File: src/include/cam_consts.svh
//--------------------------------------------------------------------
// camera frame grabber constants
// image size, buffer geometry and frame sync filter length
//--------------------------------------------------------------------

`ifndef CAM_CONSTS_SVH
`define CAM_CONSTS_SVH

// image geometry, QQVGA halved
`define CAM_COLS 80 // pixels per line
`define CAM_ROWS 60 // lines per frame

// frame buffer, 80*60 = 4800 words fits in 13 bits
`define CAM_ADDR_W 13
`define CAM_LINE_W 7 // column or row index

// one buffer word, 4 bits each of red green blue
`define CAM_PIX_W 12

// vsync must stay high this many samples in a row
// shorter pulses are treated as glitches
`define CAM_VSYNC_LEN 4

`endif

File: src/hdl/cam_pkg.sv
//--------------------------------------------------------------------
// camera frame grabber types
// vector widths, pixel formats, reader states and memory requests
//--------------------------------------------------------------------
`default_nettype none

`include "cam_consts.svh"

package cam_pkg;

  typedef logic [`CAM_ADDR_W-1:0] cam_addr_t; // frame buffer address
  typedef logic [`CAM_PIX_W-1:0]  cam_pix_t;  // {r,g,b} or gray in [7:0]
  typedef logic [7:0]             cam_byte_t; // one sensor byte
  typedef logic [`CAM_LINE_W-1:0] cam_line_t; // column or row index

  // how two sensor bytes turn into one buffer word
  typedef enum logic [2:0] {
    FMT_RGB444      = 3'd0,
    FMT_RGB555      = 3'd1,
    FMT_RGB565      = 3'd2,
    FMT_GRAY_FIRST  = 3'd3, // Y in byte 0
    FMT_GRAY_SECOND = 3'd4  // Y in byte 1
  } pix_fmt_t;

  typedef struct packed {
    logic      pclk;  // pixel (byte) clock, sampled only
    logic      href;  // line valid
    logic      vsync; // frame sync
    cam_byte_t data;
  } cam_pins_t;

  typedef struct packed {
    logic      we;    // single cycle strobe
    cam_addr_t addr;
    cam_pix_t  wdata;
  } mem_wr_t;

  typedef struct packed {
    logic      re;    // level, held until granted
    cam_addr_t addr;
  } mem_rd_t;

  typedef enum logic [1:0] {RD_IDLE, RD_REQ, RD_OUT} rd_state_t;

endpackage

`default_nettype wire

File: src/hdl/line_reader.sv
//--------------------------------------------------------------------
// line reader
// reads one stored line through the arbiter and streams it out
// as pix_valid/pix_data, then pulses line_done
//--------------------------------------------------------------------
`timescale 1ns/1ps
`default_nettype none

`include "cam_consts.svh"

module line_reader (
  input  logic               rst,        // system clock
  input  logic               clk,        // async reset, active high
  input  logic               line_start, // one cycle request
  input  cam_pkg::cam_line_t line_sel,   // row to read
  output cam_pkg::mem_rd_t   rd,
  input  logic               rd_grant,
  input  cam_pkg::cam_pix_t  rdata,
  output logic               pix_valid,
  output cam_pkg::cam_pix_t  pix_data,
  output logic               line_done
);

  localparam cam_pkg::cam_line_t LAST_COL = cam_pkg::cam_line_t'(`CAM_COLS - 1);

  cam_pkg::rd_state_t state;
  cam_pkg::cam_line_t col;  // column being read
  cam_pkg::cam_addr_t base; // row * 80

  assign rd.re   = (state == cam_pkg::RD_REQ);
  assign rd.addr = base + cam_pkg::cam_addr_t'(col);

  always_ff @(posedge rst or posedge clk) begin
    if (clk) begin
      state     <= cam_pkg::RD_IDLE;
      col       <= '0;
      pix_valid <= 1'b0;
      line_done <= 1'b0;
    end else begin
      pix_valid <= 1'b0;
      // only true right after the last word went out
      line_done <= pix_valid && (state == cam_pkg::RD_IDLE);
      case (state)
        cam_pkg::RD_IDLE: if (line_start) begin
          col   <= '0;
          state <= cam_pkg::RD_REQ;
        end
        cam_pkg::RD_REQ: if (rd_grant) state <= cam_pkg::RD_OUT; // re drops
        cam_pkg::RD_OUT: begin
          pix_valid <= 1'b1;
          if (col == LAST_COL) begin
            state <= cam_pkg::RD_IDLE;
          end else begin
            col   <= col + cam_pkg::cam_line_t'(1);
            state <= cam_pkg::RD_REQ;
          end
        end
        default: state <= cam_pkg::RD_IDLE;
      endcase
    end
  end

  // payload, no reset needed
  always_ff @(posedge rst) begin
    if (state == cam_pkg::RD_IDLE && line_start) begin
      base <= cam_pkg::cam_addr_t'(line_sel) * cam_pkg::cam_addr_t'(`CAM_COLS);
    end
    if (state == cam_pkg::RD_OUT) pix_data <= rdata; // RAM word held since grant
  end

endmodule

`default_nettype wire

File: config.mk
export PLATFORM = sky130hd
export DESIGN_NAME = line_reader
export DESIGN_NICKNAME = d
export VERILOG_FILES = /design/src/hdl/cam_pkg.sv /design/src/hdl/line_reader.sv
export VERILOG_INCLUDE_DIRS = /design/src /design/src/include
export SDC_FILE = /design/constraint.sdc
export NUM_CORES = 1
export LEC_CHECK = 0
export BUFFER_PORTS_ARGS = -buffer_cell sky130_fd_sc_hd__buf_2
export CORE_ASPECT_RATIO = 0.7
export CORE_MARGIN = 10
export CORE_UTILIZATION = 37
export CTS_CLUSTER_SIZE = 12
export DETAILED_ROUTE_END_ITERATION = 10
export PLACE_DENSITY_LB_ADDON = 0.15
export SYNTH_ARGS = -nofsm -noshare
export SYNTH_HDL_FRONTEND = slang
export SYNTH_SLANG_ARGS = --single-unit
File: constraint.sdc
create_clock -name rst -period 5.6 [get_ports rst]
set_clock_uncertainty 0.2 [all_clocks]
set_input_delay 1.4 -clock rst [delete_from_list [all_inputs] [get_ports rst]]
set_output_delay 1.4 -clock rst [all_outputs]
set_load 0.05 [all_outputs]
==> metrics.cfg <==
[cells_and_area]
n_antenna_cell = 0
postLayoutCellArea_um2 = 2040
regArea_um2 = 906
layout-area-overhead-vs-synth_pct = 21.6
finalNonFillerCells = 248
drive_gt1_frac = 0.316
multiInputGateArea_um2 = 707
final_net_count = 231
fillCellCount = 424

[sta]
finalSetupViolCount = 0
clock.fmax_mhz = 272
drv_slew = 0
slew_headroom = 0.622
fin_tns_setup_ps = 0
finalHoldViolCount = 0
period_share = 0.657
timing.hold.ws_ps = 343
worstMarginPinSlew_ps = 567
finalCriticalPeriod_ps = 3680
rsz0062_at_grt = no

[global_routing]
grt_max_degree = 19
grt_overflow_total = 0
grt_pass1_vias = 1168
antenna_found_initial = 0
grt_pass1_wl_mm = 5.71
grtUsageTotal = 0.0946

[pwr]
ir_worst_vdd_mv = 0.191
p_total_mw = 0.927
power_leakage_nw = 0.930
p_per_area_nw_per_um2 = 454

[synthesis]
ys.warnings.count = 0
yosysSeqAreaShare = 0.539
ys_types = 32
syn_area_um2 = 1680
avgSynthCellArea_um2 = 11.9
syn_inst = 141
syn_nets = 180
ys_ff_latch = 32

[drt]
wirelength_mm = 3.51
final_antenna_net_count = 0
drc_errors = 0
first_pass_iters = 5
num_vias = 1203
via_per_inst = 4.85
initialDrtViolationCount = 27
detail_route.wl_per_cell_um = 14.1

[worst_setup_path]
arrival_ps = 2080
path_cells = ha_1, fa_1, a21o_1, nand4_1, xnor2_1, buf_2
r2r_slack_ps = 3910
crit_family = adder cells
cpPeakStageDelay_ps = 440
required_ps = 4000
critPathBufInv = 1
slowest_stage = dfrtp_1
cp-start-kind = flip-flop
worstSetupPathType = reg -> out
critPathCaptureType = output port
crit_path_max_fanout = 7

[clocking]
cts_max_path_buffers = 2
cts-root-buf = clkbuf_8
cts.clk_slew.worst_paths_ps = 60
cts_setup_buffers = 0
hold_buffers = 0
cts_max_level = 2
cts_buffers = 5
cts_resized = 0
cts_tree = yes
clock-sinks = 32
clk_latency_ps = 280

[hold_path]
hp-class = reg -> reg

[die]
fp-row-count = 20
die_area_um2 = 7680
core_area_um2 = 4350
start_util = 0.386
fp.dieW_um = 101
die_h_um = 76.4
design.portCount = 51

[flow_run]
maxCapViolations = 0

[placed_design]
io_buffers = 50
gp_congestion = 0.820
placed_area_um2 = 1960
dp_hpwl_mm = 2.87
dp_cells = 240

[outcome]
outcome = complete, no violations

[logic make-up after synthesis]
logic type                 count (synthesis)  share of synthesized area
DFF                                       32                      0.539
and+or+nand+nor                           47                      0.147
muxes                                      1                    0.00596
xor gates and xnor gates                  11                     0.0573
adders and majority gates                 16                      0.128
buffers and inverters                     13                     0.0402
AOI/OAI and AO/OA                         21                     0.0826
[report_power, final]
group | leakage (nW) | switching (mW) | internal, mW
registers | 0.342 | 0.0560 | 0.312
logic | 0.546 | 0.291 | 0.106
clock network | 0.0422 | 0.0753 | 0.0869
[flip-flops by register name, summed over array words and instances (netlist names)]
| register | flops |
|---|---|
| base | 9 |
| line_done | 1 |
| col | 7 |
| pix_data | 12 |
| pix_valid | 1 |
| state | 2 |
[final cells by class]
cell class,instances,share of cell area
Inverter,6,0.0110
Timing Repair Buffer,51,0.126
Clock inverter,1,0.00245
Clock buffer,7,0.0374
Tap cell,55,0.0337
Sequential cell,32,0.443
Multi-Input combinational cell,96,0.346
[cells in the final DEF (no fill, tap or decap), types with 2 or more instances in the layout]
cell type and count:
a21o_1 4, a21oi_1 6, buf_2 50, clkbuf_1 2
clkbuf_8 5, dfrtp_1 11, edfxtp_1 21, fa_1 2
ha_1 14, inv_1 6, nand2_1 18, nand3_1 6
nand4_1 2, nor2_1 9, nor2b_1 2, nor3b_1 2
o211ai_1 5, o21bai_1 2, xnor2_1 8, xor2_1 3
[path summary, 6_finish.rpt]
check                           startpoint        end  cells past startpoint
worst max-delay path                col[4]     rd[12]                      6
worst min register to register   pix_valid  line_done                      1
min in group asynchronous              clk  line_done                      2
worst max register to register    state[1]     col[2]                      3
worst min-delay path             pix_valid  line_done                      1
max in group asynchronous              clk     col[6]                      2
[cell usage after synthesis (all sizes together)]
library cell	n	area share
ha	14	0.10
a21o	4	0.018
a21oi	6	0.018
xor2	3	0.016
fa	2	0.024
o21ai	2	0.0060
nand2	18	0.040
nand3	7	0.028
a211oi	1	0.0045
and3	2	0.010
nor3	2	0.0089
nor2	9	0.020
o211ai	5	0.022
xnor2	8	0.042
inv	6	0.013
nor2b	2	0.0074
o221ai	1	0.0052
mux2i	1	0.0060
nand4	2	0.0074
and2	1	0.0037
buf	7	0.027
nor3b	2	0.0089
edfxtp	21	0.38
and4	1	0.0052
dfrtp	11	0.16
and2b	1	0.0060
o21bai	2	0.0089
[worst register-to-register path, delay by kind of cell (launching register included)]
family | cells | cell delay (ps)
flip-flops | 1 | 700
AND/OR/NAND/NOR | 3 | 680
[per-layer routing]
layer  vias up  GRT usage  part of all wire
li1        600          -                 -
met3         4     0.0471              0.11
met1       553      0.115              0.47
met4         0     0.0704             0.015
met5         -          0                 0
met2        46      0.124              0.40
[through the flow]
stage,util,worst slack (ps)
floorplan,-,2020
global placement,0.451,2250
detailed placement,0.451,2200
CTS,0.469,1890
global route,0.469,1790
finish,0.469,1920
Note: power is estimated with default switching activity, not from simulation.
