$ cat src/include/cam_consts.svh
//--------------------------------------------------------------------
// camera frame grabber constants
// image size, buffer geometry and frame sync filter length
//--------------------------------------------------------------------

`ifndef CAM_CONSTS_SVH
`define CAM_CONSTS_SVH

// image geometry, QQVGA halved
`define CAM_COLS 80 // pixels per line
`define CAM_ROWS 60 // lines per frame

// frame buffer, 80*60 = 4800 words fits in 13 bits
`define CAM_ADDR_W 13
`define CAM_LINE_W 7 // column or row index

// one buffer word, 4 bits each of red green blue
`define CAM_PIX_W 12

// vsync must stay high this many samples in a row
// shorter pulses are treated as glitches
`define CAM_VSYNC_LEN 4

`endif

$ cat src/hdl/cam_pkg.sv
//--------------------------------------------------------------------
// camera frame grabber types
// vector widths, pixel formats, reader states and memory requests
//--------------------------------------------------------------------
`default_nettype none

`include "cam_consts.svh"

package cam_pkg;

  typedef logic [`CAM_ADDR_W-1:0] cam_addr_t; // frame buffer address
  typedef logic [`CAM_PIX_W-1:0]  cam_pix_t;  // {r,g,b} or gray in [7:0]
  typedef logic [7:0]             cam_byte_t; // one sensor byte
  typedef logic [`CAM_LINE_W-1:0] cam_line_t; // column or row index

  // how two sensor bytes turn into one buffer word
  typedef enum logic [2:0] {
    FMT_RGB444      = 3'd0,
    FMT_RGB555      = 3'd1,
    FMT_RGB565      = 3'd2,
    FMT_GRAY_FIRST  = 3'd3, // Y in byte 0
    FMT_GRAY_SECOND = 3'd4  // Y in byte 1
  } pix_fmt_t;

  typedef struct packed {
    logic      pclk;  // pixel (byte) clock, sampled only
    logic      href;  // line valid
    logic      vsync; // frame sync
    cam_byte_t data;
  } cam_pins_t;

  typedef struct packed {
    logic      we;    // single cycle strobe
    cam_addr_t addr;
    cam_pix_t  wdata;
  } mem_wr_t;

  typedef struct packed {
    logic      re;    // level, held until granted
    cam_addr_t addr;
  } mem_rd_t;

  typedef enum logic [1:0] {RD_IDLE, RD_REQ, RD_OUT} rd_state_t;

endpackage

`default_nettype wire

$ cat src/hdl/buf_arbiter.sv
//--------------------------------------------------------------------
// frame buffer arbiter
// camera writes always take the port, the line reader waits for a
// free cycle and gets a registered grant
//--------------------------------------------------------------------
`timescale 1ns/1ps
`default_nettype none

module buf_arbiter (
  input  logic              rst,      // system clock
  input  logic              clk,      // async reset, active high
  input  cam_pkg::mem_wr_t  wr,       // from capture, we is a strobe
  input  cam_pkg::mem_rd_t  rd,       // from reader, re is held
  output logic              rd_grant, // one cycle, rdata valid now
  output logic              mem_en,
  output logic              mem_we,
  output cam_pkg::cam_addr_t mem_addr,
  output cam_pkg::cam_pix_t  mem_wdata
);

  logic rd_go; // read goes to the RAM this cycle

  // the cycle after a read is issued the reader still holds re
  // until it sees the grant, so that cycle must not reissue it
  assign rd_go = rd.re & ~wr.we & ~rd_grant;

  //--------------------------------------------------------------------
  // RAM port mux, write first
  //--------------------------------------------------------------------
  always_comb begin
    mem_en    = wr.we | rd_go;
    mem_we    = wr.we;
    mem_addr  = wr.we ? wr.addr : rd.addr;
    mem_wdata = wr.wdata; // don't care on reads
  end

  // grant lands with the RAM output register
  always_ff @(posedge rst or posedge clk) begin
    if (clk) begin
      rd_grant <= 1'b0;
    end else begin
      rd_grant <= rd_go;
    end
  end

endmodule

`default_nettype wire

$ cat config.mk
export PLATFORM = sky130hd
export DESIGN_NAME = buf_arbiter
export DESIGN_NICKNAME = d
export VERILOG_FILES = /design/src/hdl/cam_pkg.sv /design/src/hdl/buf_arbiter.sv
export VERILOG_INCLUDE_DIRS = /design/src /design/src/include
export SDC_FILE = /design/constraint.sdc
export NUM_CORES = 1
export LEC_CHECK = 0
export BUFFER_PORTS_ARGS = -buffer_cell sky130_fd_sc_hd__buf_2
export CORE_MARGIN = 8
export CORE_UTILIZATION = 22
export DETAILED_ROUTE_END_ITERATION = 6
export PLACE_DENSITY = 0.83
export SLEW_MARGIN = 15
export SYNTH_ARGS = -nofsm -noshare
export SYNTH_HDL_FRONTEND = slang
export SYNTH_SLANG_ARGS = --single-unit
$ cat constraint.sdc
create_clock -name rst -period 0.8 [get_ports rst]
set_input_delay 0.08 -clock rst [delete_from_list [all_inputs] [get_ports rst]]
set_output_delay 0.08 -clock rst [all_outputs]
set_load 0.03 [all_outputs]
==> results of run 1 <==
-- worst max-delay path by stage --
stage                  start      endpoint  slack, ps  cells past startpoint
floorplan           rd_grant        mem_en        -10                      2
global placement      wr[25]  mem_addr[11]       -110                      4
detailed placement    wr[25]   mem_addr[4]       -120                      4
CTS                   wr[25]   mem_addr[2]        -40                      4
global route          wr[25]  mem_addr[12]        -50                      4
finish                wr[25]   mem_addr[0]        -40                      4
-- critical path: stages --
cell and delay (ps):
buf_12 110, buf_12 130, mux2_4 300, buf_6 140
-- per-stage QoR --
stage                     instance area (sq um)  setup TNS (ps)  utilization, %  setup WS [ps]
after global routing                        689            -600            45.8          -53.4
after floorplan                             367           -13.2               -          -13.2
after CTS                                   682            -482            45.3          -41.7
after detailed placement                    523           -1540            34.7           -124
final                                       689            -455            45.8          -43.0
after global placement                      523           -1420            34.7           -110
-- cell type report --
type                            count  area (sq um)
Timing Repair Buffer               50           413
Multi-Input combinational cell     16           226
Inverter                            1          3.75
Tap cell                           16          20.0
Sequential cell                     1          26.3
Fill cell                         137           817
-- cell families after synthesis --
family        count (synthesis)
buf+inv                      16
flops                         1
mux                          13
simple gates                  3
-- synth_stat cells, drive strengths merged --
cell    instances  share of area (%)
nand2b          2                3.6
nor2            1                1.1
mux2           13                 50
inv             1                1.1
buf            15                 37
dfrtp           1                7.1
-- layer usage --
metal / GRT usage (%) / vias up
li1: - / 166
met1: 7.09 / 160
met2: 15.5 / 33
met3: 4.34 / 2
met4: 0.687 / 0
met5: 0 / -
-- report_power, final --
part / switching, mW / leakage (nW) / internal, mW
combinational: 0.228 / 0.382 / 0.288
sequential: 0.00154 / 0.0117 / 0.0547
clock: 0 / 0 / 0
total: 0.229 / 0.394 / 0.343
-- timing repair --
item,CTS,global route
gates resized for setup,38,0
hold endpoints to repair,1,0
setup endpoints to repair,14,14
hold buffers,1,0
gates cloned,1,0
setup buffers,0,1
==> flow_metrics.env, run 1 <==
export IMPL_outcome="finished with violations"
export IMPL_violated_checks="setup timing"
export IMPL_dr_total_vias=361
export IMPL_routedWlPerCell_um=15.9
export IMPL_static_leakage_power_nw=0.394
export IMPL_ys_warn_count=0
export IMPL_drv_max_cap_violation_count=0
export IMPL_timing_critical_path_required_ps=720
export IMPL_postLayoutSetupSlackWorst_ps=-43.0
export IMPL_setup_viol=13
export IMPL_final_hold_violation_count=0
export IMPL_synth_yosys_seq_area_share_pct=7.14
export IMPL_top_register="rd_grant"
export IMPL_numPortBuffers=45
export IMPL_main_combinational_cell_family_by_area_after_synthesis="multiplexers"
export IMPL_pwr_density_cell_mw_per_mm2=830
export IMPL_gp_congestion=0.615
export IMPL_synth_simple_gate_area_share_pct=4.64
export IMPL_relSlewSlack_pct=89.6
export IMPL_post_synth_xor_area_fraction_pct=0
export IMPL_min_path_cells=0
export IMPL_timing_critical_path_to_type="primary output"
export IMPL_timing_worst_slew_pin_value_ps=157
export IMPL_drt_met1_wl_um=465
export IMPL_commonest_non_fill_non_tap_cell_in_the_layout="buf_2"
export IMPL_critical_path_arrival_ps=760
export IMPL_met2_length_um=681
export IMPL_diodes=0
export IMPL_biggestRegsByFlops="rd_grant (1)"
export IMPL_criticalPathCategory="primary input to primary output"
export IMPL_hold_end="mem_wdata[10]"
export IMPL_count_of_cell_types_in_the_netlist=9
export IMPL_floorplan_die_area_sq_mm=0.00313
export IMPL_layout_common_cells="buf_2 (30), buf_6 (14), mux2_4 (13), buf_12 (3), nand2b_4 (2)"
export IMPL_rsz_0062_raised_after_global_routing="yes"
export IMPL_vdd_ir_drop_max_mv=0.453
export IMPL_area_growth_syn_to_layout_pct=96.8
export IMPL_detailroute_wirelength_met3_um=185
export IMPL_synthesis_nets=75
export IMPL_path_max_fanout=6
export IMPL_min_period_over_period_pct=105
export IMPL_groute_usage_overall_pct=7.92
export IMPL_worstReg2RegEnd="rd_grant"
export IMPL_via_count_of_the_first_global_routing_pass=445
export IMPL_dieHeight_um=55.9
export IMPL_ant_nets=0
export IMPL_maxUsedRoutingLayer="met4"
export IMPL_placement_rows=14
export IMPL_maxSlewViolCount=0
export IMPL_drt_iter0_drc=0
export IMPL_holdWs_ps=160
export IMPL_place_detailed_hpwl_um=1100
export IMPL_post_synth_fa_ha_maj_area_fraction_pct=0
export IMPL_viasPerCell=4.30
export IMPL_hold_path_class="primary input to primary output"
export IMPL_dp_cells=81
export IMPL_synthesis_area_sq_um=350
export IMPL_layout_min_cycle_time_ps=843
export IMPL_drt_total_wl_um=1340
export IMPL_route_detailed_drc=0
export IMPL_hp_start="wr[10]"
export IMPL_grt_start_max_net_pins=7
export IMPL_detail_route_first_pass_iterations=1
export IMPL_rr_worst_depth=2
export IMPL_synth_mux_area_fraction_pct=50.4
export IMPL_total_power_mw=0.572
export IMPL_start_util_pct=23.3
export IMPL_critical_path_reg2reg_startpoint="rd_grant"
export IMPL_internal_reg_to_reg_setup_slack_ps=100
export IMPL_finalNetCount=112
export IMPL_synth_ff_latch_count=1
export IMPL_chipWidth_um=55.9
export IMPL_number_of_flip_flops_in_the_largest_register=1
export IMPL_globalRouteOverflowTotal=0
export IMPL_core_area_sq_mm=0.00151
export IMPL_i_o_pin_cnt=70
export IMPL_synthesis_instances=33
export IMPL_layout_drive_gt1_share_pct=95.6
export IMPL_stdcell_count=84
export IMPL_grt_pass1_wl_um=2210
export IMPL_synth_compound_gate_area_share_pct=0
export IMPL_antenna_violations_before_repair=0
export IMPL_clk_latency_ps=0
export IMPL_synth_avg_cell_area_sq_um=10.6
export IMPL_maxClockFrequency_ghz=1.19
export IMPL_cp_start_kind="primary input"
export IMPL_final_setup_skew_ps=0
No activity file was read; power rests on OpenSTA's default activity.
==> inputs of run 2 (changes only) <==
--- a/config.mk
+++ b/config.mk
@@ -7,6 +7,7 @@
 export NUM_CORES = 1
 export LEC_CHECK = 0
 export BUFFER_PORTS_ARGS = -buffer_cell sky130_fd_sc_hd__buf_2
+export CAP_MARGIN = 25
 export CORE_MARGIN = 8
 export CORE_UTILIZATION = 22
 export DETAILED_ROUTE_END_ITERATION = 6
@@ -15,3 +16,4 @@
 export SYNTH_ARGS = -nofsm -noshare
 export SYNTH_HDL_FRONTEND = slang
 export SYNTH_SLANG_ARGS = --single-unit
+export TNS_END_PERCENT = 10
==> flow_metrics.env, run 2 (same netlist as run 1, synthesis figures left out) <==
export IMPL_rsz_0062_raised_after_global_routing="yes"
export IMPL_globalRouteOverflowTotal=0
export IMPL_drt_total_wl_um=1330
export IMPL_maxSlewViolCount=0
export IMPL_routedWlPerCell_um=16.1
export IMPL_timing_worst_slew_pin_value_ps=157
export IMPL_placement_rows=14
export IMPL_clk_latency_ps=0
export IMPL_cp_start_kind="primary input"
export IMPL_diodes=0
export IMPL_rr_worst_depth=2
export IMPL_i_o_pin_cnt=70
export IMPL_hold_path_class="primary input to primary output"
export IMPL_criticalPathCategory="primary input to primary output"
export IMPL_min_path_cells=0
export IMPL_post_dp_cell_area_sq_um=523
export IMPL_drt_iter0_drc=0
export IMPL_critical_path_reg2reg_startpoint="rd_grant"
export IMPL_finalNetCount=111
export IMPL_min_period_over_period_pct=105
export IMPL_path_max_fanout=6
export IMPL_dieHeight_um=55.9
export IMPL_stdcell_count=83
export IMPL_worstReg2RegEnd="rd_grant"
export IMPL_numPortBuffers=45
export IMPL_crit_path_cell_trace="buf_12 > buf_12 > mux2_4 > buf_6"
export IMPL_crit_path_max_incr_delay_ps=300
export IMPL_detail_route_first_pass_iterations=1
export IMPL_cp_common_cell="buf_12"
export IMPL_maxClockFrequency_ghz=1.19
export IMPL_postLayoutSetupSlackWorst_ps=-43.0
export IMPL_grt_start_max_net_pins=7
export IMPL_cp_startpoint="wr[25]"
export IMPL_hp_start="wr[10]"
export IMPL_place_detailed_hpwl_um=1100
export IMPL_total_power_mw=0.568
export IMPL_worst_path_max_delay_cell="mux2_4"
export IMPL_route_detailed_drc=0
export IMPL_dr_total_vias=356
export IMPL_layout_drive_gt1_share_pct=95.5
export IMPL_violated_checks="setup timing"
export IMPL_postLayoutCoreUtil_pct=45.3
export IMPL_drv_max_cap_violation_count=0
export IMPL_chipWidth_um=55.9
export IMPL_gp_congestion=0.615
export IMPL_start_util_pct=23.3
export IMPL_hold_end="mem_wdata[10]"
export IMPL_commonest_non_fill_non_tap_cell_in_the_layout="buf_2"
export IMPL_post_layout_inst_area_sq_um=682
export IMPL_vdd_ir_drop_max_mv=0.453
export IMPL_top_register="rd_grant"
export IMPL_outcome="finished with violations"
export IMPL_biggestRegsByFlops="rd_grant (1)"
export IMPL_antenna_violations_before_repair=0
export IMPL_timing_critical_path_to_type="primary output"
export IMPL_via_count_of_the_first_global_routing_pass=445
export IMPL_internal_reg_to_reg_setup_slack_ps=100
export IMPL_number_of_flip_flops_in_the_largest_register=1
export IMPL_area_growth_syn_to_layout_pct=94.6
export IMPL_static_leakage_power_nw=0.389
export IMPL_ant_nets=0
export IMPL_dp_cells=81
export IMPL_floorplan_die_area_sq_mm=0.00313
export IMPL_grt_pass1_wl_um=2210
export IMPL_final_setup_skew_ps=0
export IMPL_cts_post_setup_buffers_inserted=0
export IMPL_relSlewSlack_pct=89.6
export IMPL_pwr_density_cell_mw_per_mm2=833
export IMPL_groute_usage_overall_pct=7.92
export IMPL_final_hold_violation_count=0
export IMPL_core_area_sq_mm=0.00151
export IMPL_critical_path_arrival_ps=760
export IMPL_layout_min_cycle_time_ps=843
export IMPL_setup_viol=13
export IMPL_layout_common_cells="buf_2 (30), buf_6 (14), mux2_4 (13), buf_12 (3), nand2b_4 (2)"
export IMPL_viasPerCell=4.29
export IMPL_timing_critical_path_required_ps=720
-- run 2: cell types whose count changed in the layout (fill, tap and decap cells not counted) --
cell | before | now
buf_4 | 1 | 0
-- run 2: how the worst max path moves through the flow --
stage	depth (start not counted)	slack [ps]	endpoint
floorplan	2	-10	mem_en
global placement	4	-110	mem_addr[11]
detailed placement	4	-120	mem_addr[4]
CTS	4	-40	mem_addr[2]
global route	4	-50	mem_addr[12]
finish	4	-40	mem_addr[0]
-- run 2: layout make-up --
| cell class | count | area (sq um) |
|---|---|---|
| fill | 137 | 825 |
| timing repair buffer | 49 | 405 |
| multi-input combinational | 16 | 226 |
| sequential | 1 | 26.3 |
| tap | 16 | 20.0 |
| inverter | 1 | 3.75 |
-- run 2: worst max-delay path, delay by kind of cell --
family | cells | cell delay, ps
muxes | 1 | 300
buffers and inverters | 3 | 380
-- run 2: timing repair --
item | CTS | global route
hold buffers | 1 | 0
resized for setup | 38 | 0
gates cloned | 1 | 0
setup endpoints to repair | 14 | 14
endpoints found under the hold margin | 1 | 0
-- run 2: layer usage --
metal | up-vias | wire (um) | track usage [%]
met2 | 33 | 682 | 15.5
met4 | 0 | 2 | 0.687
met1 | 157 | 462 | 7.09
li1 | 164 | - | -
met5 | - | 0 | 0
met3 | 2 | 185 | 4.34
-- run 2: where the power goes --
| group | switching (mW) | leakage, nW | internal, mW |
|---|---|---|---|
| Clock | 0 | 0 | 0 |
| Sequential | 0.00154 | 0.0117 | 0.0547 |
| Combinational | 0.227 | 0.377 | 0.285 |
| Total | 0.229 | 0.389 | 0.340 |
-- run 2: stage by stage --
| stage | worst slack, ps | TNS [ps] | hold WS (ps) |
|---|---|---|---|
| floorplan | -13.2 | -13.2 | -191 |
| global placement | -110 | -1420 | -86.7 |
| detailed placement | -124 | -1540 | -81.9 |
| CTS | -41.7 | -482 | 160 |
| global route | -53.4 | -613 | 160 |
| finish | -43.0 | -463 | 160 |
