**src/include/cam_consts.svh**
```systemverilog
//--------------------------------------------------------------------
// camera frame grabber constants
// image size, buffer geometry and frame sync filter length
//--------------------------------------------------------------------

`ifndef CAM_CONSTS_SVH
`define CAM_CONSTS_SVH

// image geometry, QQVGA halved
`define CAM_COLS 80 // pixels per line
`define CAM_ROWS 60 // lines per frame

// frame buffer, 80*60 = 4800 words fits in 13 bits
`define CAM_ADDR_W 13
`define CAM_LINE_W 7 // column or row index

// one buffer word, 4 bits each of red green blue
`define CAM_PIX_W 12

// vsync must stay high this many samples in a row
// shorter pulses are treated as glitches
`define CAM_VSYNC_LEN 4

`endif

```
**src/hdl/cam_pkg.sv**
```systemverilog
//--------------------------------------------------------------------
// camera frame grabber types
// vector widths, pixel formats, reader states and memory requests
//--------------------------------------------------------------------
`default_nettype none

`include "cam_consts.svh"

package cam_pkg;

  typedef logic [`CAM_ADDR_W-1:0] cam_addr_t; // frame buffer address
  typedef logic [`CAM_PIX_W-1:0]  cam_pix_t;  // {r,g,b} or gray in [7:0]
  typedef logic [7:0]             cam_byte_t; // one sensor byte
  typedef logic [`CAM_LINE_W-1:0] cam_line_t; // column or row index

  // how two sensor bytes turn into one buffer word
  typedef enum logic [2:0] {
    FMT_RGB444      = 3'd0,
    FMT_RGB555      = 3'd1,
    FMT_RGB565      = 3'd2,
    FMT_GRAY_FIRST  = 3'd3, // Y in byte 0
    FMT_GRAY_SECOND = 3'd4  // Y in byte 1
  } pix_fmt_t;

  typedef struct packed {
    logic      pclk;  // pixel (byte) clock, sampled only
    logic      href;  // line valid
    logic      vsync; // frame sync
    cam_byte_t data;
  } cam_pins_t;

  typedef struct packed {
    logic      we;    // single cycle strobe
    cam_addr_t addr;
    cam_pix_t  wdata;
  } mem_wr_t;

  typedef struct packed {
    logic      re;    // level, held until granted
    cam_addr_t addr;
  } mem_rd_t;

  typedef enum logic [1:0] {RD_IDLE, RD_REQ, RD_OUT} rd_state_t;

endpackage

`default_nettype wire

```
**src/hdl/cam_capture.sv**
```systemverilog
//--------------------------------------------------------------------
// sensor capture
// samples the camera pins, pairs bytes into pixels, decodes the
// selected format and issues one buffer write per pixel
//--------------------------------------------------------------------
`timescale 1ns/1ps
`default_nettype none

`include "cam_consts.svh"

module cam_capture (
  input  logic               rst,  // system clock
  input  logic               clk,  // async reset, active high
  input  cam_pkg::cam_pins_t pins, // raw sensor pins
  input  cam_pkg::pix_fmt_t  fmt,
  output cam_pkg::mem_wr_t   wr    // registered write request
);

  localparam int VS_W = $clog2(`CAM_VSYNC_LEN + 1);
  localparam logic [VS_W-1:0] VS_LAST = VS_W'(`CAM_VSYNC_LEN - 1);
  localparam logic [VS_W-1:0] VS_FULL = VS_W'(`CAM_VSYNC_LEN);
  localparam cam_pkg::cam_line_t NCOLS     = cam_pkg::cam_line_t'(`CAM_COLS);
  localparam cam_pkg::cam_addr_t LINE_STEP = cam_pkg::cam_addr_t'(`CAM_COLS);
  localparam cam_pkg::cam_addr_t FRAME_END = cam_pkg::cam_addr_t'(`CAM_COLS * `CAM_ROWS);

  cam_pkg::cam_pins_t s1, s2, s3; // synchronizer stages
  logic               pclk_rise;  // pclk rise at stage 2/3
  logic               href_fall;  // end of line
  logic               frame_sync; // filtered vsync, one cycle
  logic               byte_stb;   // a byte is valid in s2 this cycle
  logic [VS_W-1:0]    vs_cnt;     // consecutive vsync high samples
  logic               phase;      // 0: first byte, 1: second byte
  cam_pkg::cam_line_t col;        // pixel within the line
  cam_pkg::cam_addr_t line_base;  // address of column 0 of this line
  cam_pkg::cam_byte_t byte0;      // first byte of the pixel

  // two bytes -> one buffer word, red in the top nibble
  function automatic cam_pkg::cam_pix_t decode(input cam_pkg::pix_fmt_t  f,
                                               input cam_pkg::cam_byte_t b0,
                                               input cam_pkg::cam_byte_t b1);
    cam_pkg::cam_pix_t p;
    p = '0;
    case (f)
      cam_pkg::FMT_RGB444:      p = {b0[3:0], b1[7:4], b1[3:0]};
      cam_pkg::FMT_RGB555:      p = {b0[6:3], b0[1:0], b1[7:6], b1[4:1]}; // green split
      cam_pkg::FMT_RGB565:      p = {b0[7:4], b0[2:0], b1[7], b1[4:1]};   // green split
      cam_pkg::FMT_GRAY_FIRST:  p = {4'h0, b0};
      cam_pkg::FMT_GRAY_SECOND: p = {4'h0, b1};
      default:                  p = '0;
    endcase
    return p;
  endfunction

  //--------------------------------------------------------------------
  // pin synchronizer, three stages on every pin
  //--------------------------------------------------------------------
  always_ff @(posedge rst or posedge clk) begin
    if (clk) begin
      s1 <= '0;
      s2 <= '0;
      s3 <= '0;
    end else begin
      s1 <= pins;
      s2 <= s1;
      s3 <= s2;
    end
  end

  assign pclk_rise = s2.pclk & ~s3.pclk;
  assign href_fall = ~s2.href & s3.href;

  //--------------------------------------------------------------------
  // frame sync filter
  //--------------------------------------------------------------------
  always_ff @(posedge rst or posedge clk) begin
    if (clk) begin
      vs_cnt <= '0;
    end else if (!s3.vsync) begin
      vs_cnt <= '0; // glitch or end of sync, start over
    end else if (vs_cnt != VS_FULL) begin
      vs_cnt <= vs_cnt + VS_W'(1); // saturates, so sync fires once
    end
  end

  assign frame_sync = s3.vsync && (vs_cnt == VS_LAST);

  // data is taken from the same stage as the pclk edge, mid byte
  assign byte_stb = s2.href && pclk_rise && !frame_sync;

  //--------------------------------------------------------------------
  // byte pairing, line base and write request
  //--------------------------------------------------------------------
  always_ff @(posedge rst or posedge clk) begin
    if (clk) begin
      phase     <= 1'b0;
      col       <= '0;
      line_base <= '0;
      wr        <= '0;
    end else begin
      wr.we <= 1'b0; // strobe by default
      if (frame_sync) begin
        phase     <= 1'b0; // new frame restarts at address 0
        col       <= '0;
        line_base <= '0;
      end else if (href_fall) begin
        phase <= 1'b0;
        col   <= '0;
        // next line at row*80 even if this one was short or long
        if (line_base < FRAME_END) line_base <= line_base + LINE_STEP;
      end else if (byte_stb) begin
        phase <= ~phase;
        if (phase) begin
          if (col != NCOLS) col <= col + cam_pkg::cam_line_t'(1);
          // extra pixels and extra lines are dropped
          if (col < NCOLS && line_base < FRAME_END) begin
            wr.we    <= 1'b1;
            wr.addr  <= line_base + cam_pkg::cam_addr_t'(col);
            wr.wdata <= decode(fmt, byte0, s2.data);
          end
        end
      end
    end
  end

  // first byte held until its partner arrives
  always_ff @(posedge rst) begin
    if (byte_stb && !phase) byte0 <= s2.data;
  end

endmodule

`default_nettype wire

```
**config.mk**
```make
export PLATFORM = sky130hd
export DESIGN_NAME = cam_capture
export DESIGN_NICKNAME = d
export VERILOG_FILES = /design/src/hdl/cam_pkg.sv /design/src/hdl/cam_capture.sv
export VERILOG_INCLUDE_DIRS = /design/src /design/src/include
export SDC_FILE = /design/constraint.sdc
export NUM_CORES = 1
export LEC_CHECK = 0
export ABC_CLOCK_PERIOD_IN_PS = 4600
export BUFFER_PORTS_ARGS = -buffer_cell sky130_fd_sc_hd__buf_2
export CAP_MARGIN = 20
export CORE_ASPECT_RATIO = 1.25
export CORE_UTILIZATION = 35
export DETAILED_ROUTE_END_ITERATION = 8
export HOLD_SLACK_MARGIN = 0.06
export SYNTH_ARGS = -nofsm -noshare
export SYNTH_HDL_FRONTEND = slang
export SYNTH_SLANG_ARGS = --single-unit
```
**constraint.sdc**
```tcl
create_clock -name rst -period 4.6 [get_ports rst]
set_clock_uncertainty 0.15 [all_clocks]
set_input_delay 0.69 -clock rst [delete_from_list [all_inputs] [get_ports rst]]
set_output_delay 0.69 -clock rst [all_outputs]
set_load 0.01 [all_outputs]
```
==> metrics.yaml, run 1 <==
async_flop_share: 0.8987
hold_viol: 0
drt_iter0_markers: 64
required_ps: 4660
fp.dieH_um: 114.6
startpoint: "vs_cnt[1]"
min_from: "s1[8]"
p_sw_frac: 0.2768
synthTopCellsByArea: "dfrtp_1, mux2_4, edfxtp_1, mux2_2, ha_1"
setup_violations: 0
synthCells: 287
hold_path_class: "reg -> reg"
power_frac_seq: 0.439
powerDensity_nw_per_um2: 505.8
fin_crit_sh: 0.5863
syn_nets: 312
ir_drop_mv: 0.2113
yosys_warnings: 0
setup_tns_ps: 0
rsz0062_at_grt: "no"
area_growth_pct: 18.18
place_inst: 445
rows: 40
final_nets: 355
htreeDepth: 3
start_kind: "register"
critPathKind: "reg -> reg"
drt-pass1-iter-count: 4
drt_wl_total_um: 6724
drc: 0
synth_top_area_share: 0.5002
num_vias: 2299
cts_sinks: 79
diodes: 0
ys_seq_area_frac: 0.5678
worstMarginPinSlew_ps: 935.8
seq_area_um2: 2017
hpwl_um: 4662
via_per_inst: 4.987
internal_power_uw: 1536
io_buffers: 41
die_area_um2: 10560
max_freq_ghz: 0.3708
wl_per_cell_um: 14.59
ys_top_cells_by_count: "dfrtp_1, mux2_4, nand2_1, o21ai_0, a21oi_1"
dp_slack_ps: 1893
synth_seq_cells: 79
chipWidth_um: 92.11
yosysUniqueCellTypes: 41
cts_buffers: 9
grt_overflow_total: 0
clockPowerShare: 0.368
initial_core_util: 0.3640
coreArea_um2: 9759
cp.arrival_ps: 2760
status: "completed"
clk_pin_slew_worst_paths_ps: 60
power_frac_comb: 0.193
grt_pass1_wl_um: 11290
cap_violations: 0
grt.total_usage: 0.1408
insertion_delay_ps: 330
synth.most_common_cell: "dfrtp_1"
grt_antenna_before_repair: 0
power.switching_uw: 587.7
relSlewSlack: 0.3752
gp_congestion: 0.8151
multi_input_area_um2: 1433
synth_ff_type: "dfrtp_1"
cts_tree: "yes"
synth_edf_count: 8
boundaryPins: 42
cts_buffer_depth: 2
reg2reg_from: "vs_cnt[1]"
instances_no_fill: 461
cp-end-kind: "register"
cts-root-buf: "clkbuf_16"
postCtsHoldBufs: 0
syn_area_per_cell_um2: 12.38
slew_viol_final: 0
fillers: 920
cts_resized: 0
yosys.area.top_type: "dfrtp_1"
worst_slack_ps: 1903
drive_gt1_frac: 0.2716
grt_pass1_vias: 2239
fin_crit_ps: 2697
ant_nets: 0
grt_max_degree: 48
post-cts-setup-buffer-count: 0
syn_area_um2: 3552
crit_fanout: 26
p_leak_uw: 0.001913
[power groups by stage]
stage	sequential (uW)	clock [uW]	combinational [uW]
3_3_place_gp	942	0	403
6_report	933	781	410
2_1_floorplan	932	0	290
5_1_grt	951	840	465
3_5_place_dp	945	0	413
4_1_cts	934	802	415
[layout make-up]
class,count,area share
Inverter,10,0.008942
Clock inverter,5,0.01878
Tap cell,126,0.03756
Timing Repair Buffer,43,0.05246
Multi-Input combinational cell,187,0.3413
Sequential cell,79,0.4805
Clock buffer,11,0.06051
[registers in the layout, summed over array words and instances (netlist names), 3 cells and up]
name       flops
s3             3
s2            11
byte0          8
vs_cnt         3
line_base      9
s1            11
col            7
wr            26
[final timing paths]
path                            slack (ps)  cells after the start            to
worst max register to register        1900                      7        wr[12]
worst max-delay path                  1900                      7        wr[12]
worst min-delay path                   200                      0         s2[8]
max in group asynchronous             3000                      3  line_base[4]
worst min register to register         200                      0         s2[8]
min in group asynchronous              410                      2         s1[4]
[worst max-delay path: stages (launching register included)]
cell       delay, ps
dfrtp_1          400
ha_1             200
ha_1             190
and2_4           200
or2_1            320
a2111oi_4        290
buf_4            450
mux2_2           390
[metrics by stage]
step | hold slack (ps) | util | total power, uW | cell area [um2]
floorplan | 181.2 | - | 1221 | 3552
global placement | 181.5 | 0.3960 | 1345 | 3865
detailed placement | 186.5 | 0.3960 | 1358 | 3865
CTS | 200.1 | 0.4301 | 2151 | 4198
global route | 206.8 | 0.4301 | 2255 | 4198
finish | 197.3 | 0.4301 | 2123 | 4198
[cell usage in the layout (no fill, tap or decap), types with 2 or more instances in the layout]
master	count
nor2_1	11
clkinv_2	2
dfrtp_1	71
nand2_1	17
a21oi_1	15
ha_1	9
buf_2	41
o21ai_0	17
o211ai_1	2
clkbuf_16	10
mux2_2	12
bufinv_16	2
mux2_4	17
a21boi_0	2
nand4_1	4
inv_1	9
xnor2_1	3
nor3_1	7
or3_1	6
nor2b_1	5
xor2_1	8
o31ai_1	2
nand3_1	6
o21a_1	3
mux2i_1	8
nand2b_1	3
and3_1	3
buf_4	2
edfxtp_1	8
a22oi_1	6
a211oi_1	9
[layer usage]
layer  part of all wire  vias to the layer above  track usage  wire, um
met2               0.49                       53       0.2303      3297
met3              0.040                       10      0.04117       270
met5                  0                        -            0         0
met4              0.015                        0      0.05938       104
li1                   -                     1120            -         -
met1               0.45                     1116       0.1736      3051
[cells by family (layout without fill, tap and decap cells)]
group                      after synthesis  in the layout  synth area share
DFF                                     79             79            0.5678
and+or+nand+nor                         69             69            0.1000
AOI/OAI and AO/OA                       61             61            0.1120
muxes                                   37             37            0.1324
buffers and inverters                   21             69           0.02888
xor gates and xnor gates                11             11           0.02712
adders and majority gates                9              9           0.03170
Note: power is estimated with default switching activity, not from simulation.
==> run 2: changes to the inputs <==
ABC_AREA = 1   (was default)
ABC_CLOCK_PERIOD_IN_PS = 2450   (was 4600)
clock period = 2.45 ns   (was 4.6 ns; I/O delays follow)
==> metrics.yaml, run 2 <==
drt_iter0_markers: 152
synth_ff_type: "dfrtp_1"
grt_antenna_before_repair: 0
ys_top_cells_by_count: "nand2_1, dfrtp_1, inv_1"
required_ps: 2580
hold_path_class: "reg -> reg"
power_frac_seq: 0.433
fin_area_um2: 4372
hold_depth: 0
cts_resized: 0
min_from: "s2[8]"
holdPathEnd: "s3[8]"
syn_area_um2: 3566
yosys.area.top_type: "dfrtp_1"
dpl-instance-area_um2: 3933
async_flop_share: 0.8987
p_sw_frac: 0.3132
synth.most_common_cell: "nand2_1"
ir_drop_mv: 0.3116
die_area_um2: 10600
io_buffers: 41
cts_sinks: 79
initial_core_util: 0.3654
largest_reg_flops: 26
p_leak_uw: 0.002199
regMostFlops: "wr"
max_freq_ghz: 0.4629
powerDensity_nw_per_um2: 958.7
internal_power_uw: 2878
power_uw: 4191
fin_crit_sh: 0.8818
crit_family: "simple AND/OR/NAND/NOR gates"
cp_slowest_cell: "dfrtp_1"
synthTopCellsByArea: "dfrtp_1, nand2_1, edfxtp_1, nand3_1, inv_1"
area_growth_pct: 22.60
status: "completed"
setup_violations: 0
crit_fanout: 15
slew_viol_final: 0
synth_top_area_share: 0.4982
grt_overflow_total: 0
path_depth: 9
mostFrequentLayoutCells: "nand2_1, dfrtp_1, buf_2"
worstPathCellList: "ha_1 -> ha_1 -> nand2_2 -> inv_2 -> nor2_2 -> nand3_4 -> inv_2 -> nand2_1 -> nand2_1"
syn_area_per_cell_um2: 8.719
htreeDepth: 3
grt_pass1_vias: 2651
drt-pass1-iter-count: 4
fin_crit_ps: 2160
clk_pin_slew_worst_paths_ps: 60
boundaryPins: 42
cpPeakStageDelay_ps: 380
cap_violations: 0
synth_edf_count: 8
rsz0062_at_grt: "no"
regToRegEndpoint: "wr[9]"
cts_buffers: 9
insertion_delay_ps: 330
cts_buffer_depth: 2
crit_buf_inv: 2
cp.arrival_ps: 2290
num_vias: 2752
fp.dieH_um: 114.9
drt_wl_total_um: 7391
coreArea_um2: 9759
synthCells: 409
final_common_cell: "nand2_1"
yosysUniqueCellTypes: 27
power.switching_uw: 1313
setup_tns_ps: 0
worstMarginPinSlew_ps: 642.6
diodes: 0
grt_max_degree: 30
start_kind: "register"
ant_nets: 0
power_frac_comb: 0.228
rows: 40
relSlewSlack: 0.5709
chipWidth_um: 92.28
top_regs: "wr x26, s1 x11, s2 x11"
drive_gt1_frac: 0.1681
reg2reg_from: "vs_cnt[0]"
wl_per_cell_um: 12.28
rrSetupSlack_ps: 290
hpwl_um: 5498
reg2reg_depth: 9
grt_pass1_wl_um: 12630
via_per_inst: 4.571
synth_seq_cells: 79
yosys_warnings: 0
critPathKind: "reg -> reg"
final_nets: 497
syn_nets: 434
hold_viol: 0
gp_congestion: 0.8924
fillers: 969
grt.total_usage: 0.1532
drc: 0
ys_seq_area_frac: 0.5656
cp-end-kind: "register"
cts_tree: "yes"
cts-root-buf: "clkbuf_16"
clockPowerShare: 0.338
run 2: layout make-up:
| class | instances | area [um2] | share of cell area |
|---|---|---|---|
| clock buffers | 9 | 225.2 | 0.05152 |
| repair buffers | 58 | 375.4 | 0.08586 |
| multi-input cells | 285 | 1356 | 0.3102 |
| well taps | 126 | 157.7 | 0.03606 |
| clock inverters | 6 | 93.84 | 0.02147 |
| flip-flops and latches | 79 | 2017 | 0.4614 |
| inverters | 39 | 146.4 | 0.03349 |
run 2: worst max path at each step:
stage	slack (ps)	from	end
after floorplan	140	clk	col[0]
after global placement	330	vs_cnt[0]	wr[14]
after detailed placement	280	vs_cnt[0]	wr[14]
after CTS	260	vs_cnt[0]	wr[14]
after global routing	80	vs_cnt[0]	wr[9]
final	290	vs_cnt[0]	wr[9]
run 2: stage by stage:
stage          utilization  worst slack (ps)  cells  hold slack [ps]
5_1_grt             0.4479             84.48    602            200.6
2_1_floorplan            -             135.9    409            181.2
4_1_cts             0.4479             259.3    602            198.4
3_3_place_gp        0.4029             329.4    575            181.9
6_report            0.4479             289.6    602            197.0
3_5_place_dp        0.4029             281.9    575            184.7
run 2: kinds of logic after synthesis:
kind of cell / synth area share
AND/OR/NAND/NOR: 0.2860
AO/OA/AOI/OAI: 0.05053
buffers and inverters: 0.05403
flip-flops: 0.5656
adder cells (fa/ha/maj): 0.03158
XOR/XNOR: 0.01228
run 2: power by group through the flow:
stage                     Clock (uW)  Sequential (uW)  Combinational (uW)
after floorplan                    0             1840                 583
after global placement             0             1830                 946
after detailed placement           0             1840                 950
after CTS                       1450             1820                 969
after global routing            1510             1860                1110
final                           1420             1820                 957
run 2: metal layers:
layer | GRT usage | vias up | share of wire
li1 | - | 1430 | -
met1 | 0.1974 | 1253 | 0.48
met2 | 0.2478 | 60 | 0.47
met3 | 0.03638 | 9 | 0.037
met4 | 0.06563 | 0 | 0.017
met5 | 0 | - | 0
run 2: repair_timing:
item / in CTS / in global routing
hold buffers: 12 / 0
setup endpoints to repair: 0 / 0
setup buffers: 0 / 0
hold endpoints to repair: 38 / 0
